[src/include/rv_defs.svh]
`ifndef RV_DEFS_SVH
`define RV_DEFS_SVH

// pc value after reset
`define RV_RESET_PC 32'h0000_0000

// datapath and bus width
`define RV_XLEN 32

// architectural registers, x0 included
`define RV_NREGS 32

`endif

[src/hw/rv_pkg.sv]
package rv_pkg;

   // major opcodes of the supported subset
   typedef enum logic [6:0] {
      OPC_LUI    = 7'b0110111,
      OPC_OP_IMM = 7'b0010011,
      OPC_OP     = 7'b0110011,
      OPC_JAL    = 7'b1101111,
      OPC_BRANCH = 7'b1100011,
      OPC_LOAD   = 7'b0000011,
      OPC_STORE  = 7'b0100011
   } opcode_e;

   typedef enum logic [4:0] {
      LUI, ADDI, ADD, SUB, AND, OR, XOR,
      JAL, BEQ, BNE,
      LB, LH, LW, LBU, LHU,
      SB, SH, SW,
      ILLEGAL
   } op_e;

   typedef enum logic [2:0] {
      FETCH, DECODE, EXEC, MEM, WRITE, HALT
   } state_e;

   // one instruction word, two field layouts
   typedef union packed {
      struct packed {
         logic [6:0] funct7;
         logic [4:0] rs2;
         logic [4:0] rs1;
         logic [2:0] funct3;
         logic [4:0] rd;
         opcode_e    opcode;
      } r;
      struct packed {
         logic [6:0] imm_hi;
         logic [4:0] rs2;
         logic [4:0] rs1;
         logic [2:0] funct3;
         logic [4:0] imm_lo;
         opcode_e    opcode;
      } s;
   } instr_u;

endpackage

[src/hw/rv_ifs.sv]
`timescale 1ns/1ps
`include "rv_defs.svh"

// decoded instruction fields
interface dec_if;
   logic [$clog2(`RV_NREGS)-1:0] rd;
   logic [$clog2(`RV_NREGS)-1:0] rs1;
   logic [$clog2(`RV_NREGS)-1:0] rs2;
   logic [`RV_XLEN-1:0]          imm;
   rv_pkg::op_e                  op;

   modport dec_src (output rd, rs1, rs2, imm, op);
   modport dec_snk (input rd, rs1, rs2, imm, op);
endinterface

// AXI4-Lite, five channels
interface axil_if;
   logic [`RV_XLEN-1:0]   araddr;
   logic [2:0]            arprot;
   logic                  arvalid;
   logic                  arready;
   logic [`RV_XLEN-1:0]   rdata;
   logic [1:0]            rresp;
   logic                  rvalid;
   logic                  rready;
   logic [`RV_XLEN-1:0]   awaddr;
   logic [2:0]            awprot;
   logic                  awvalid;
   logic                  awready;
   logic [`RV_XLEN-1:0]   wdata;
   logic [`RV_XLEN/8-1:0] wstrb;
   logic                  wvalid;
   logic                  wready;
   logic [1:0]            bresp;
   logic                  bvalid;
   logic                  bready;

   modport master (
      output araddr, arprot, arvalid, rready,
      output awaddr, awprot, awvalid, wdata, wstrb, wvalid, bready,
      input  arready, rdata, rresp, rvalid, awready, wready, bresp, bvalid
   );
   modport slave (
      input  araddr, arprot, arvalid, rready,
      input  awaddr, awprot, awvalid, wdata, wstrb, wvalid, bready,
      output arready, rdata, rresp, rvalid, awready, wready, bresp, bvalid
   );
endinterface

[src/hw/rv_core.sv]
`timescale 1ns/1ps
`include "rv_defs.svh"

module rv_core (
   input  logic                clk,
   input  logic                rstn,
   input  logic [`RV_XLEN-1:0] instr,
   output logic [`RV_XLEN-1:0] pc,
   output logic                halted,
   axil_if.master              bus
);

   dec_if d ();

   rv_pkg::state_e      state;
   logic [`RV_XLEN-1:0] rs1_v;
   logic [`RV_XLEN-1:0] rs2_v;
   logic [`RV_XLEN-1:0] result;
   logic [`RV_XLEN-1:0] target;
   logic [`RV_XLEN-1:0] load_data;
   logic [`RV_XLEN-1:0] pc_plus4;
   logic [`RV_XLEN-1:0] wb_data;
   logic                taken;
   logic                start;
   logic                done;
   logic                misalign;
   logic                is_mem;
   logic                is_load;
   logic                wb_we;

   rv_decoder decoder_inst (.clk(clk), .rstn(rstn), .instr(instr), .state(state), .d(d));

   rv_regfile regfile_inst (
      .clk(clk), .rstn(rstn),
      .rs1_a(d.rs1), .rs2_a(d.rs2), .rs1_v(rs1_v), .rs2_v(rs2_v),
      .we(wb_we), .waddr(d.rd), .wdata(wb_data)
   );

   rv_execute execute_inst (
      .d(d), .pc(pc), .rs1_v(rs1_v), .rs2_v(rs2_v),
      .result(result), .target(target), .taken(taken)
   );

   rv_lsu lsu_inst (
      .clk(clk), .rstn(rstn), .start(start), .d(d), .addr(result), .rs2_v(rs2_v),
      .load_data(load_data), .done(done), .misalign(misalign), .bus(bus)
   );

   assign is_load = d.op inside {rv_pkg::LB, rv_pkg::LH, rv_pkg::LW, rv_pkg::LBU, rv_pkg::LHU};
   assign is_mem  = is_load || (d.op inside {rv_pkg::SB, rv_pkg::SH, rv_pkg::SW});

   assign start    = (state == rv_pkg::EXEC);
   assign halted   = (state == rv_pkg::HALT);
   assign pc_plus4 = pc + `RV_XLEN'd4;

   ////////////////////
   // write-back select
   assign wb_we = (state == rv_pkg::WRITE) &&
                  (is_load || (d.op inside {rv_pkg::LUI, rv_pkg::ADDI, rv_pkg::ADD, rv_pkg::SUB,
                                            rv_pkg::AND, rv_pkg::OR, rv_pkg::XOR, rv_pkg::JAL}));
   assign wb_data = is_load ? load_data : (d.op == rv_pkg::JAL) ? pc_plus4 : result;

   ////////////////////
   // instruction sequence
   always_ff @(posedge clk) begin
      if (rstn) begin
         state <= rv_pkg::FETCH;
         pc    <= `RV_RESET_PC;
      end else begin
         case (state)
            rv_pkg::FETCH: state <= rv_pkg::DECODE;
            rv_pkg::DECODE: begin
               if (d.op == rv_pkg::ILLEGAL) state <= rv_pkg::HALT;
               else state <= rv_pkg::EXEC;
            end
            rv_pkg::EXEC: begin
               // bad alignment stops before any request
               if (misalign) state <= rv_pkg::HALT;
               else state <= rv_pkg::MEM;
            end
            rv_pkg::MEM: begin
               if (!is_mem || done) state <= rv_pkg::WRITE;
            end
            rv_pkg::WRITE: begin
               pc    <= taken ? target : pc_plus4;
               state <= rv_pkg::FETCH;
            end
            default: state <= rv_pkg::HALT;
         endcase
      end
   end

endmodule

[src/hw/rv_decoder.sv]
`timescale 1ns/1ps
`include "rv_defs.svh"

module rv_decoder (
   input  logic                clk,
   input  logic                rstn,
   input  logic [`RV_XLEN-1:0] instr,
   input  rv_pkg::state_e      state,
   dec_if.dec_src              d
);

   rv_pkg::instr_u      iw;
   logic [`RV_XLEN-1:0] imm_i;
   logic [`RV_XLEN-1:0] imm_s;
   logic [`RV_XLEN-1:0] imm_b;
   logic [`RV_XLEN-1:0] imm_u;
   logic [`RV_XLEN-1:0] imm_j;

   // word held from fetch until the next fetch
   always_ff @(posedge clk) begin
      if (rstn) begin
         iw <= '0;
      end else if (state == rv_pkg::FETCH) begin
         iw <= instr;
      end
   end

   assign d.rd  = iw.r.rd[$clog2(`RV_NREGS)-1:0];
   assign d.rs1 = iw.r.rs1[$clog2(`RV_NREGS)-1:0];
   assign d.rs2 = iw.r.rs2[$clog2(`RV_NREGS)-1:0];

   ////////////////////
   // immediates
   assign imm_i = {{20{iw.r.funct7[6]}}, iw.r.funct7, iw.r.rs2};
   assign imm_s = {{20{iw.s.imm_hi[6]}}, iw.s.imm_hi, iw.s.imm_lo};
   assign imm_b = {{19{iw.s.imm_hi[6]}}, iw.s.imm_hi[6], iw.s.imm_lo[0],
                   iw.s.imm_hi[5:0], iw.s.imm_lo[4:1], 1'b0};
   assign imm_u = {iw.r.funct7, iw.r.rs2, iw.r.rs1, iw.r.funct3, 12'b0};
   assign imm_j = {{11{iw.r.funct7[6]}}, iw.r.funct7[6], iw.r.rs1, iw.r.funct3,
                   iw.r.rs2[0], iw.r.funct7[5:0], iw.r.rs2[4:1], 1'b0};

   ////////////////////
   // operation
   always_comb begin
      d.op  = rv_pkg::ILLEGAL;
      d.imm = imm_i;
      case (iw.r.opcode)
         rv_pkg::OPC_LUI: begin
            d.op  = rv_pkg::LUI;
            d.imm = imm_u;
         end
         rv_pkg::OPC_OP_IMM: begin
            if (iw.r.funct3 == 3'b000) d.op = rv_pkg::ADDI;
         end
         rv_pkg::OPC_OP: begin
            case ({iw.r.funct7, iw.r.funct3})
               {7'b0000000, 3'b000}: d.op = rv_pkg::ADD;
               {7'b0100000, 3'b000}: d.op = rv_pkg::SUB;
               {7'b0000000, 3'b100}: d.op = rv_pkg::XOR;
               {7'b0000000, 3'b110}: d.op = rv_pkg::OR;
               {7'b0000000, 3'b111}: d.op = rv_pkg::AND;
               default:              d.op = rv_pkg::ILLEGAL;
            endcase
         end
         rv_pkg::OPC_JAL: begin
            d.op  = rv_pkg::JAL;
            d.imm = imm_j;
         end
         rv_pkg::OPC_BRANCH: begin
            d.imm = imm_b;
            if (iw.r.funct3 == 3'b000) d.op = rv_pkg::BEQ;
            if (iw.r.funct3 == 3'b001) d.op = rv_pkg::BNE;
         end
         rv_pkg::OPC_LOAD: begin
            case (iw.r.funct3)
               3'b000:  d.op = rv_pkg::LB;
               3'b001:  d.op = rv_pkg::LH;
               3'b010:  d.op = rv_pkg::LW;
               3'b100:  d.op = rv_pkg::LBU;
               3'b101:  d.op = rv_pkg::LHU;
               default: d.op = rv_pkg::ILLEGAL;
            endcase
         end
         rv_pkg::OPC_STORE: begin
            d.imm = imm_s;
            case (iw.s.funct3)
               3'b000:  d.op = rv_pkg::SB;
               3'b001:  d.op = rv_pkg::SH;
               3'b010:  d.op = rv_pkg::SW;
               default: d.op = rv_pkg::ILLEGAL;
            endcase
         end
         default: d.op = rv_pkg::ILLEGAL;
      endcase
   end

endmodule

[src/hw/rv_execute.sv]
`timescale 1ns/1ps
`include "rv_defs.svh"

module rv_execute (
   dec_if.dec_snk              d,
   input  logic [`RV_XLEN-1:0] pc,
   input  logic [`RV_XLEN-1:0] rs1_v,
   input  logic [`RV_XLEN-1:0] rs2_v,
   output logic [`RV_XLEN-1:0] result,
   output logic [`RV_XLEN-1:0] target,
   output logic                taken
);

   logic [`RV_XLEN-1:0] sum_imm;
   logic                equal;

   // also the effective address of loads and stores
   assign sum_imm = rs1_v + d.imm;
   assign equal   = (rs1_v == rs2_v);

   // jal and branch share pc relative target
   assign target = pc + d.imm;

   always_comb begin
      result = sum_imm;
      taken  = 1'b0;
      case (d.op)
         rv_pkg::LUI: result = d.imm;
         rv_pkg::ADD: result = rs1_v + rs2_v;
         rv_pkg::SUB: result = rs1_v - rs2_v;
         rv_pkg::AND: result = rs1_v & rs2_v;
         rv_pkg::OR:  result = rs1_v | rs2_v;
         rv_pkg::XOR: result = rs1_v ^ rs2_v;
         rv_pkg::JAL: begin
            result = pc + `RV_XLEN'd4;
            taken  = 1'b1;
         end
         rv_pkg::BEQ: taken = equal;
         rv_pkg::BNE: taken = !equal;
         default:     result = sum_imm;
      endcase
   end

endmodule

[src/hw/rv_lsu.sv]
`timescale 1ns/1ps
`include "rv_defs.svh"

module rv_lsu (
   input  logic                clk,
   input  logic                rstn,
   input  logic                start,
   dec_if.dec_snk              d,
   input  logic [`RV_XLEN-1:0] addr,
   input  logic [`RV_XLEN-1:0] rs2_v,
   output logic [`RV_XLEN-1:0] load_data,
   output logic                done,
   output logic                misalign,
   axil_if.master              bus
);

   localparam logic [2:0] ls_idle = 3'd0;
   localparam logic [2:0] ls_aw_w = 3'd1;
   localparam logic [2:0] ls_b    = 3'd2;
   localparam logic [2:0] ls_ar   = 3'd3;
   localparam logic [2:0] ls_r    = 3'd4;

   logic [2:0]            st;
   logic                  is_load;
   logic                  is_store;
   logic                  is_half;
   logic                  is_word;
   logic [4:0]            lane_shift;
   logic [`RV_XLEN-1:0]   rd_shifted;
   logic [`RV_XLEN-1:0]   ext_data;
   logic [`RV_XLEN-1:0]   st_data;
   logic [`RV_XLEN/8-1:0] st_strb;
   logic                  aw_done;
   logic                  w_done;

   assign is_load  = d.op inside {rv_pkg::LB, rv_pkg::LH, rv_pkg::LW, rv_pkg::LBU, rv_pkg::LHU};
   assign is_store = d.op inside {rv_pkg::SB, rv_pkg::SH, rv_pkg::SW};
   assign is_half  = d.op inside {rv_pkg::LH, rv_pkg::LHU, rv_pkg::SH};
   assign is_word  = d.op inside {rv_pkg::LW, rv_pkg::SW};

   assign misalign = start && ((is_half && addr[0]) || (is_word && addr[1:0] != 2'b00));

   ////////////////////
   // byte lanes
   assign lane_shift = {addr[1:0], 3'b000};
   assign st_data    = rs2_v << lane_shift;
   assign rd_shifted = bus.rdata >> lane_shift;

   always_comb begin
      case (d.op)
         rv_pkg::SB: st_strb = 4'b0001 << addr[1:0];
         rv_pkg::SH: st_strb = 4'b0011 << addr[1:0];
         default:    st_strb = 4'b1111;
      endcase
   end

   always_comb begin
      case (d.op)
         rv_pkg::LB:  ext_data = {{24{rd_shifted[7]}}, rd_shifted[7:0]};
         rv_pkg::LBU: ext_data = {24'b0, rd_shifted[7:0]};
         rv_pkg::LH:  ext_data = {{16{rd_shifted[15]}}, rd_shifted[15:0]};
         rv_pkg::LHU: ext_data = {16'b0, rd_shifted[15:0]};
         default:     ext_data = bus.rdata;
      endcase
   end

   // aw and w may finish in either order
   assign aw_done = !bus.awvalid || bus.awready;
   assign w_done  = !bus.wvalid || bus.wready;

   assign done = (st == ls_b && bus.bvalid) || (st == ls_r && bus.rvalid);

   assign bus.arprot = 3'b000;
   assign bus.awprot = 3'b000;

   ////////////////////
   // control
   always_ff @(posedge clk) begin
      if (rstn) begin
         st          <= ls_idle;
         bus.arvalid <= 1'b0;
         bus.rready  <= 1'b0;
         bus.awvalid <= 1'b0;
         bus.wvalid  <= 1'b0;
         bus.bready  <= 1'b0;
      end else begin
         case (st)
            ls_idle: begin
               if (start && !misalign && is_store) begin
                  bus.awvalid <= 1'b1;
                  bus.wvalid  <= 1'b1;
                  st          <= ls_aw_w;
               end else if (start && !misalign && is_load) begin
                  bus.arvalid <= 1'b1;
                  st          <= ls_ar;
               end
            end
            ls_aw_w: begin
               if (bus.awready) bus.awvalid <= 1'b0;
               if (bus.wready) bus.wvalid <= 1'b0;
               if (aw_done && w_done) begin
                  bus.bready <= 1'b1;
                  st         <= ls_b;
               end
            end
            ls_b: begin
               if (bus.bvalid) begin
                  bus.bready <= 1'b0;
                  st         <= ls_idle;
               end
            end
            ls_ar: begin
               if (bus.arready) begin
                  bus.arvalid <= 1'b0;
                  bus.rready  <= 1'b1;
                  st          <= ls_r;
               end
            end
            ls_r: begin
               if (bus.rvalid) begin
                  bus.rready <= 1'b0;
                  st         <= ls_idle;
               end
            end
            default: st <= ls_idle;
         endcase
      end
   end

   // request payload and returned load word
   always_ff @(posedge clk) begin
      if (st == ls_idle && start) begin
         bus.araddr <= {addr[`RV_XLEN-1:2], 2'b00};
         bus.awaddr <= {addr[`RV_XLEN-1:2], 2'b00};
         bus.wdata  <= st_data;
         bus.wstrb  <= st_strb;
      end
      if (st == ls_r && bus.rvalid) begin
         load_data <= ext_data;
      end
   end

endmodule

[src/hw/rv_regfile.sv]
`timescale 1ns/1ps
`include "rv_defs.svh"

module rv_regfile (
   input  logic                         clk,
   input  logic                         rstn,
   input  logic [$clog2(`RV_NREGS)-1:0] rs1_a,
   input  logic [$clog2(`RV_NREGS)-1:0] rs2_a,
   output logic [`RV_XLEN-1:0]          rs1_v,
   output logic [`RV_XLEN-1:0]          rs2_v,
   input  logic                         we,
   input  logic [$clog2(`RV_NREGS)-1:0] waddr,
   input  logic [`RV_XLEN-1:0]          wdata
);

   logic [`RV_XLEN-1:0] regs [`RV_NREGS];

   always_ff @(posedge clk) begin
      if (rstn) begin
         for (int i = 0; i < `RV_NREGS; i++) begin
            regs[i] <= '0;
         end
      end else if (we && waddr != '0) begin
         regs[waddr] <= wdata;
      end
   end

   // x0 reads as zero
   assign rs1_v = (rs1_a == '0) ? '0 : regs[rs1_a];
   assign rs2_v = (rs2_a == '0) ? '0 : regs[rs2_a];

endmodule

[src/hw/rv_top.sv]
`timescale 1ns/1ps
`include "rv_defs.svh"

module rv_top (
   input  logic                  clk,
   input  logic                  rstn,
   output logic [`RV_XLEN-1:0]   pc,
   input  logic [`RV_XLEN-1:0]   instr,
   output logic                  halted,
   output logic [`RV_XLEN-1:0]   axi_araddr,
   output logic [2:0]            axi_arprot,
   output logic                  axi_arvalid,
   input  logic                  axi_arready,
   input  logic [`RV_XLEN-1:0]   axi_rdata,
   input  logic [1:0]            axi_rresp,
   input  logic                  axi_rvalid,
   output logic                  axi_rready,
   output logic [`RV_XLEN-1:0]   axi_awaddr,
   output logic [2:0]            axi_awprot,
   output logic                  axi_awvalid,
   input  logic                  axi_awready,
   output logic [`RV_XLEN-1:0]   axi_wdata,
   output logic [`RV_XLEN/8-1:0] axi_wstrb,
   output logic                  axi_wvalid,
   input  logic                  axi_wready,
   input  logic [1:0]            axi_bresp,
   input  logic                  axi_bvalid,
   output logic                  axi_bready
);

   axil_if bus ();

   rv_core core_inst (
      .clk(clk), .rstn(rstn), .instr(instr), .pc(pc), .halted(halted), .bus(bus)
   );

   // slave side of the bus to the pins
   assign axi_araddr  = bus.araddr;
   assign axi_arprot  = bus.arprot;
   assign axi_arvalid = bus.arvalid;
   assign bus.arready = axi_arready;
   assign bus.rdata   = axi_rdata;
   assign bus.rresp   = axi_rresp;
   assign bus.rvalid  = axi_rvalid;
   assign axi_rready  = bus.rready;
   assign axi_awaddr  = bus.awaddr;
   assign axi_awprot  = bus.awprot;
   assign axi_awvalid = bus.awvalid;
   assign bus.awready = axi_awready;
   assign axi_wdata   = bus.wdata;
   assign axi_wstrb   = bus.wstrb;
   assign axi_wvalid  = bus.wvalid;
   assign bus.wready  = axi_wready;
   assign bus.bresp   = axi_bresp;
   assign bus.bvalid  = axi_bvalid;
   assign axi_bready  = bus.bready;

endmodule

[config.mk]
export PLATFORM = sky130hd
export DESIGN_NAME = rv_top
export DESIGN_NICKNAME = d
export VERILOG_FILES = /design/src/hw/rv_pkg.sv /design/src/hw/rv_ifs.sv /design/src/hw/rv_core.sv /design/src/hw/rv_decoder.sv /design/src/hw/rv_execute.sv /design/src/hw/rv_lsu.sv /design/src/hw/rv_regfile.sv /design/src/hw/rv_top.sv
export VERILOG_INCLUDE_DIRS = /design/src /design/src/include
export SDC_FILE = /design/constraint.sdc
export NUM_CORES = 2
export LEC_CHECK = 0
export BUFFER_PORTS_ARGS = -buffer_cell sky130_fd_sc_hd__buf_2
export CORE_AREA = 2 2 275 549
export CTS_BUF_LIST = sky130_fd_sc_hd__clkbuf_16
export CTS_CLUSTER_SIZE = 30
export DETAILED_ROUTE_END_ITERATION = 10
export DIE_AREA = 0 0 277 551
export PLACE_DENSITY = 0.65
export SLEW_MARGIN = 20
export SYNTH_ARGS = -nofsm -noshare
export SYNTH_HDL_FRONTEND = slang
export SYNTH_SLANG_ARGS = --single-unit
[constraint.sdc]
create_clock -name clk -period 6.85 [get_ports clk]
set_clock_uncertainty 0.05 [all_clocks]
set_input_delay 1.7125 -clock clk [delete_from_list [all_inputs] [get_ports clk]]
set_output_delay 1.7125 -clock clk [all_outputs]
set_load 0.02 [all_outputs]
Yosys cells after proc, flatten, opt, wreduce, memory -nomap -nowiden
Memory sizes are Yosys's and may differ from the RTL's. A register that Yosys moved wholly into a read port is not among the register bits.
Cells that the tools add are included.
- register bits after elaboration: 173
- RAM bits: 1024
- bits of input ports: 75
- output and inout port bits: 144
- word-level logic and storage cells: 184
- memories kept: 1
- add/sub/neg operators: 5
- equal/unequal tests: 54
- shift-type cells: 4
- mux-type cells: 55
- bitwise operators: 3
- reduce and logical (&&, ||, !) cells: 49
- memory list (memory ; words ; width ; rd ports ; clocked after Yosys merged registers in ; wr ports ; RTL line ; text):
    core_inst.regfile_inst.regs ; 32 ; 32 ; 2 ; 2 ; 32 ; rv_regfile.sv:16 ; logic [`RV_XLEN-1:0] regs [`RV_NREGS];
- operators with widths (kind ; count):
    32-bit one-hot mux with 7 select lines ; 1
    32-bit two-way mux ; 6
    32-bit one-hot mux with 4 select lines ; 1
    31-bit one-hot mux with 4 select lines ; 1
    32-bit adder ; 3
    5-bit one-hot mux with 5 select lines ; 2
    5-bit by 4-bit equality test with 1-bit output (second input constant) ; 8
    5-bit two-way mux ; 8
    5-bit one-hot mux with 7 select lines ; 1
    32-bit by 3-bit adder with 32-bit output (second input constant) ; 1
    32-bit bitwise AND ; 1
    32-bit equality test ; 1
    32-bit bitwise OR ; 1
    32-bit OR reduction ; 1
    32-bit by 5-bit left shift with 32-bit output ; 1
    32-bit by 5-bit right shift with 16-bit output ; 1
    32-bit subtractor ; 1
    32-bit XOR ; 1
    10-bit by 3-bit equality test with 1-bit output (second input constant) ; 3
    3-bit one-hot mux with 5 select lines ; 2
    3-bit two-way mux ; 9
    7-bit by 6-bit equality test with 1-bit output (second input constant) ; 3
    5-bit by 3-bit equality test with 1-bit output (second input constant) ; 4
    2-bit != test (second input constant) ; 9
    other kinds (32) ; 100

Depth between registers and ports, before layout
- word-level depth: 16
- mapped depth: 25
- mapped depth without buffers: 20

Cells and area by module
A second synthesis with hierarchy kept.
- cells, all modules: 5837
- area total of the unflattened synthesis: 72973.7 um^2
- modules (own cells, without submodules) (module ; times used ; cells an instance ; area an instance (um^2) ; sequential area each (um^2)):
    rv_regfile ; 1 ; 3502 ; 54238.3 ; 30749.5
    rv_execute ; 1 ; 1190 ; 8209.1 ; 0.0
    rv_lsu ; 1 ; 412 ; 5183.7 ; 3103.0
    rv_core ; 1 ; 450 ; 3273.1 ; 700.7
    rv_decoder ; 1 ; 283 ; 2069.5 ; 640.6

Least setup slack after synthesis
No wires, ideal clock.
- path kind: reg2reg
- start: reg with a tool-made name
- end: mem core_inst.regfile_inst.regs[10][30] (netlist bit) (data pin)
- library setup time: 0.269 ns
- arrival time: 6.045 ns
- path slack: 0.486 ns
- cell stages (with the launch flop): 25
- period minus slack after synthesis: 6.364 ns
- cell sequence: dfxtp_1 clkbuf_1 buf_2 clkbuf_1 buf_1 buf_2 mux4_2 mux4_2 nand2_1 a21oi_1 inv_1 ha_1 inv_1 fa_1 a211o_1 a211oi_1 o32ai_1 a221o_1 o41ai_1 o21ai_0 xnor2_1 o211ai_1 o21ba_2 buf_2 nor3_1
- RTL lines (element ; RTL line):
    end: declaration ; rv_regfile.sv:16

==> impl_metrics.json <==
{
  "outcome": "complete, no violations",
  "yosysMostFrequentCell": "edfxtp_1",
  "final_nets": 6024,
  "synthArstFlopShare": 0,
  "yosysSeqAreaShare": 0.509,
  "power_density_nw_per_um2": 264,
  "vias_per_cell": 6.76,
  "crit_required_ps": 7250,
  "cp_max_fo": 31,
  "slowest_stage": "mux4_2",
  "worstRegToRegCells": 21,
  "cts_tree": "built",
  "synth-edff-count": 1122,
  "seq_area_um2": 35400,
  "core_um2": 148000,
  "whs_endpoint": "core_inst.lsu_inst.bus.awvalid",
  "synth-main-ff-cell": "edfxtp_1",
  "drtPass1Iterations": 8,
  "postSynthAreaPerCell_um2": 12.7,
  "multi_input_area_um2": 32000,
  "synth-compound-area-share": 0.0780,
  "peakVddDrop_v": 0.000218,
  "antenna_found_initial": 20,
  "grt_pass1_vias": 53700,
  "synth_area_leaders": "edfxtp_1, mux4_2, nor2_1",
  "cts_buffers": 106,
  "grt_use_total": 0.375,
  "maxCapViolations": 0,
  "place.gp.congestion": 1.05,
  "r2r-end": "core_inst.regfile_inst.regs[29][31]",
  "cts.sinks": 1207,
  "layout_setup_ws_ps": 112,
  "synth_cell_types": 102,
  "synth_area_um2": 69500,
  "pin_count": 219,
  "die_w_um": 277,
  "synth_top_family_by_area": "multiplexers",
  "design_area_um2": 79600,
  "clockRootBuffer": "clkbuf_16",
  "layout-drive-gt1-share": 0.284,
  "post_cts_buffers": 0,
  "finalWirelength_um": 287000,
  "rows": 200,
  "synth_simple_gate_area_frac": 0.119,
  "fillers": 12300,
  "grt_pass1_wl_um": 397000,
  "synth_top_area_cell": "edfxtp_1",
  "start_kind": "flip-flop",
  "placed_area_um2": 75900,
  "cts.clk_slew.worst_paths_ps": 70,
  "crit_type": "reg2reg",
  "holdCritStartpoint": "core_inst.lsu_inst.bus.awvalid",
  "period_share": 0.984,
  "netlist_instances": 5475,
  "hp-class": "reg2reg",
  "synthAdderAreaFrac": 0.0293,
  "synth_common_cells": "edfxtp_1, nor2_1, mux4_2",
  "yosysWarnings": 0,
  "hpwl_um": 198000,
  "remaining_drc_errors": 0,
  "clockBufferDepth": 3,
  "slew-limit-headroom": 0.142,
  "ant_nets": 0,
  "dieArea_um2": 153000,
  "fin_crit_ps": 6740,
  "rsz0062_at_grt": "no",
  "clk_latency_ps": 750,
  "overflow": 0,
  "finalPower_mw": 21.0,
  "cp-end-kind": "flip-flop",
  "holdWs_ps": 430,
  "hold_viol": 0,
  "syn2layout_area_growth_pct": 14.5,
  "ys_seq_elements": 1207,
  "crit_top_cell": "buf_4",
  "cp_slowest_stage_delay_ps": 560,
  "synth_top_area_share": 0.485,
  "htree_levels": 3,
  "crit_chain": "buf_12 > buf_4 > buf_4 > mux4_2 > mux4_2 > nand2_1 > a21oi_1 > buf_4 > a21o_1 > ha_1 > nor2_1 > nand4_1 > buf_4 > nand2_1 > o31ai_1 > buf_4 > o221ai_1 > xnor2_1 > a2111oi_4 > buf_12 > nor3_1",
  "whs_path_depth": 2,
  "synth_xor_area_frac": 0.0105,
  "routedWlPerCell_um": 36.7,
  "dp_worst_setup_slack_ps": 291,
  "initial_core_util": 0.469,
  "muxShareOfSynthArea": 0.215,
  "grt_max_degree": 77,
  "vias": 52800,
  "setup_viol_count_final": 0,
  "setup_tns_ps": 0,
  "postCtsHoldBufs": 0,
  "fmax_ghz": 0.148,
  "drv_slew": 0,
  "port_buffers": 204,
  "crit_arrival_ps": 7140,
  "reg2reg_slack_ps": 110,
  "leakagePower_nw": 28.6,
  "die_h_um": 551,
  "drt_iter0_markers": 5987,
  "tightestPinTransition_ps": 1280
}
==> where the power goes <==
part / leakage, nW / total, mW / internal [mW] / switching [mW]
Clock: 1.82 / 6.47 / 3.52 / 2.95
Sequential: 12.2 / 8.49 / 8.31 / 0.184
Combinational: 14.6 / 6.08 / 2.31 / 3.77
Total: 28.6 / 21.0 / 14.1 / 6.90
==> stage by stage <==
stage	utilization	instances
6_report	0.537	7810
5_1_grt	0.537	7803
4_1_cts	0.537	7797
3_5_place_dp	0.512	7596
3_3_place_gp	0.512	7596
2_1_floorplan	-	5516
==> per-layer routing <==
| metal | GRT usage | part of all wire | vias up | routed length [µm] |
|---|---|---|---|---|
| met2 | 0.635 | 0.49 | 3602 | 141000 |
| li1 | - | - | 21400 | - |
| met5 | 0 | 0.00037 | - | 105 |
| met3 | 0.0903 | 0.094 | 1436 | 27100 |
| met1 | 0.361 | 0.28 | 26300 | 80900 |
| met4 | 0.401 | 0.13 | 16 | 37600 |
==> flip-flops by register name, summed over array words and instances (netlist names), named ones only <==
register and flops:
core_inst.decoder_inst.iw 32, core_inst.pc 32, core_inst.lsu_inst.bus.wstrb 4, core_inst.regfile_inst.regs 1024, core_inst.lsu_inst.bus.wdata 32, core_inst.lsu_inst.bus.wvalid 1
core_inst.lsu_inst.bus.araddr 30, core_inst.lsu_inst.bus.awvalid 1, core_inst.lsu_inst.bus.rready 1, core_inst.lsu_inst.st 3, core_inst.lsu_inst.load_data 32, core_inst.lsu_inst.bus.arvalid 1
core_inst.state 3, core_inst.lsu_inst.bus.bready 1
==> worst max-delay path: cells and delay by family, from the launching register on <==
kind                       cells  cell delay, ps
AOI/OAI and AO/OA              5            1490
xor gates and xnor gates       1             260
adders and majority gates      1             230
buffers and inverters          7            1760
DFF                            1             480
muxes                          2            1110
and+or+nand+nor                5            1020
==> cell families (layout without fill, tap and decap cells) <==
family          Yosys count  in the layout
buf+inv                 624            989
flops                  1207           1207
fa+ha+maj               161            161
xor+xnor                 83             83
simple gates           1905           1905
compound gates          799            799
mux                     695            695
other cells               1             52
==> layout by cell type, fill, tap and decap left out, types with 23 or more instances in the layout <==
cell type	n
or3_1	23
buf_12	82
a21o_1	97
buf_4	400
o21ai_0	123
a21oi_1	211
mux2i_1	37
mux4_2	638
a31oi_1	27
nand2b_1	87
conb_1	42
clkbuf_16	108
inv_1	113
nand2_2	63
nor3_1	144
buf_2	203
nand3_1	46
a211oi_1	72
o22ai_1	26
nor2_1	1067
dfxtp_1	76
edfxtp_1	1122
ha_1	158
nand2_1	304
xnor2_1	45
nand4_1	26
xor2_1	38
==> final cells by class <==
type | instances | share of cell area
Multi-Input combinational cell | 3685 | 0.402
Timing Repair Buffer | 689 | 0.0717
Clock buffer | 108 | 0.0340
Tap cell | 1919 | 0.0302
Inverter | 99 | 0.00473
Clock inverter | 93 | 0.0116
Sequential cell | 1207 | 0.445
Antenna cell | 10 | 0.000314
==> worst max-delay path by stage <==
stage,from,to,slack [ps],cells past startpoint
after floorplan,flip-flop,core_inst.regfile_inst.regs[10][30],490,24
after global placement,core_inst.decoder_inst.iw[5],core_inst.regfile_inst.regs[29][31],340,25
after detailed placement,core_inst.decoder_inst.iw[5],core_inst.regfile_inst.regs[29][31],290,25
after CTS,core_inst.decoder_inst.iw[5],core_inst.regfile_inst.regs[16][31],220,25
after global routing,core_inst.decoder_inst.iw[4],core_inst.regfile_inst.regs[25][31],100,27
final,flip-flop,core_inst.regfile_inst.regs[29][31],110,21
==> timing repair <==
action,CTS,global route
resized for setup,0,3
endpoints found under the hold margin,0,0
setup endpoints to repair,0,56
No activity file was read; power rests on OpenSTA's default activity.
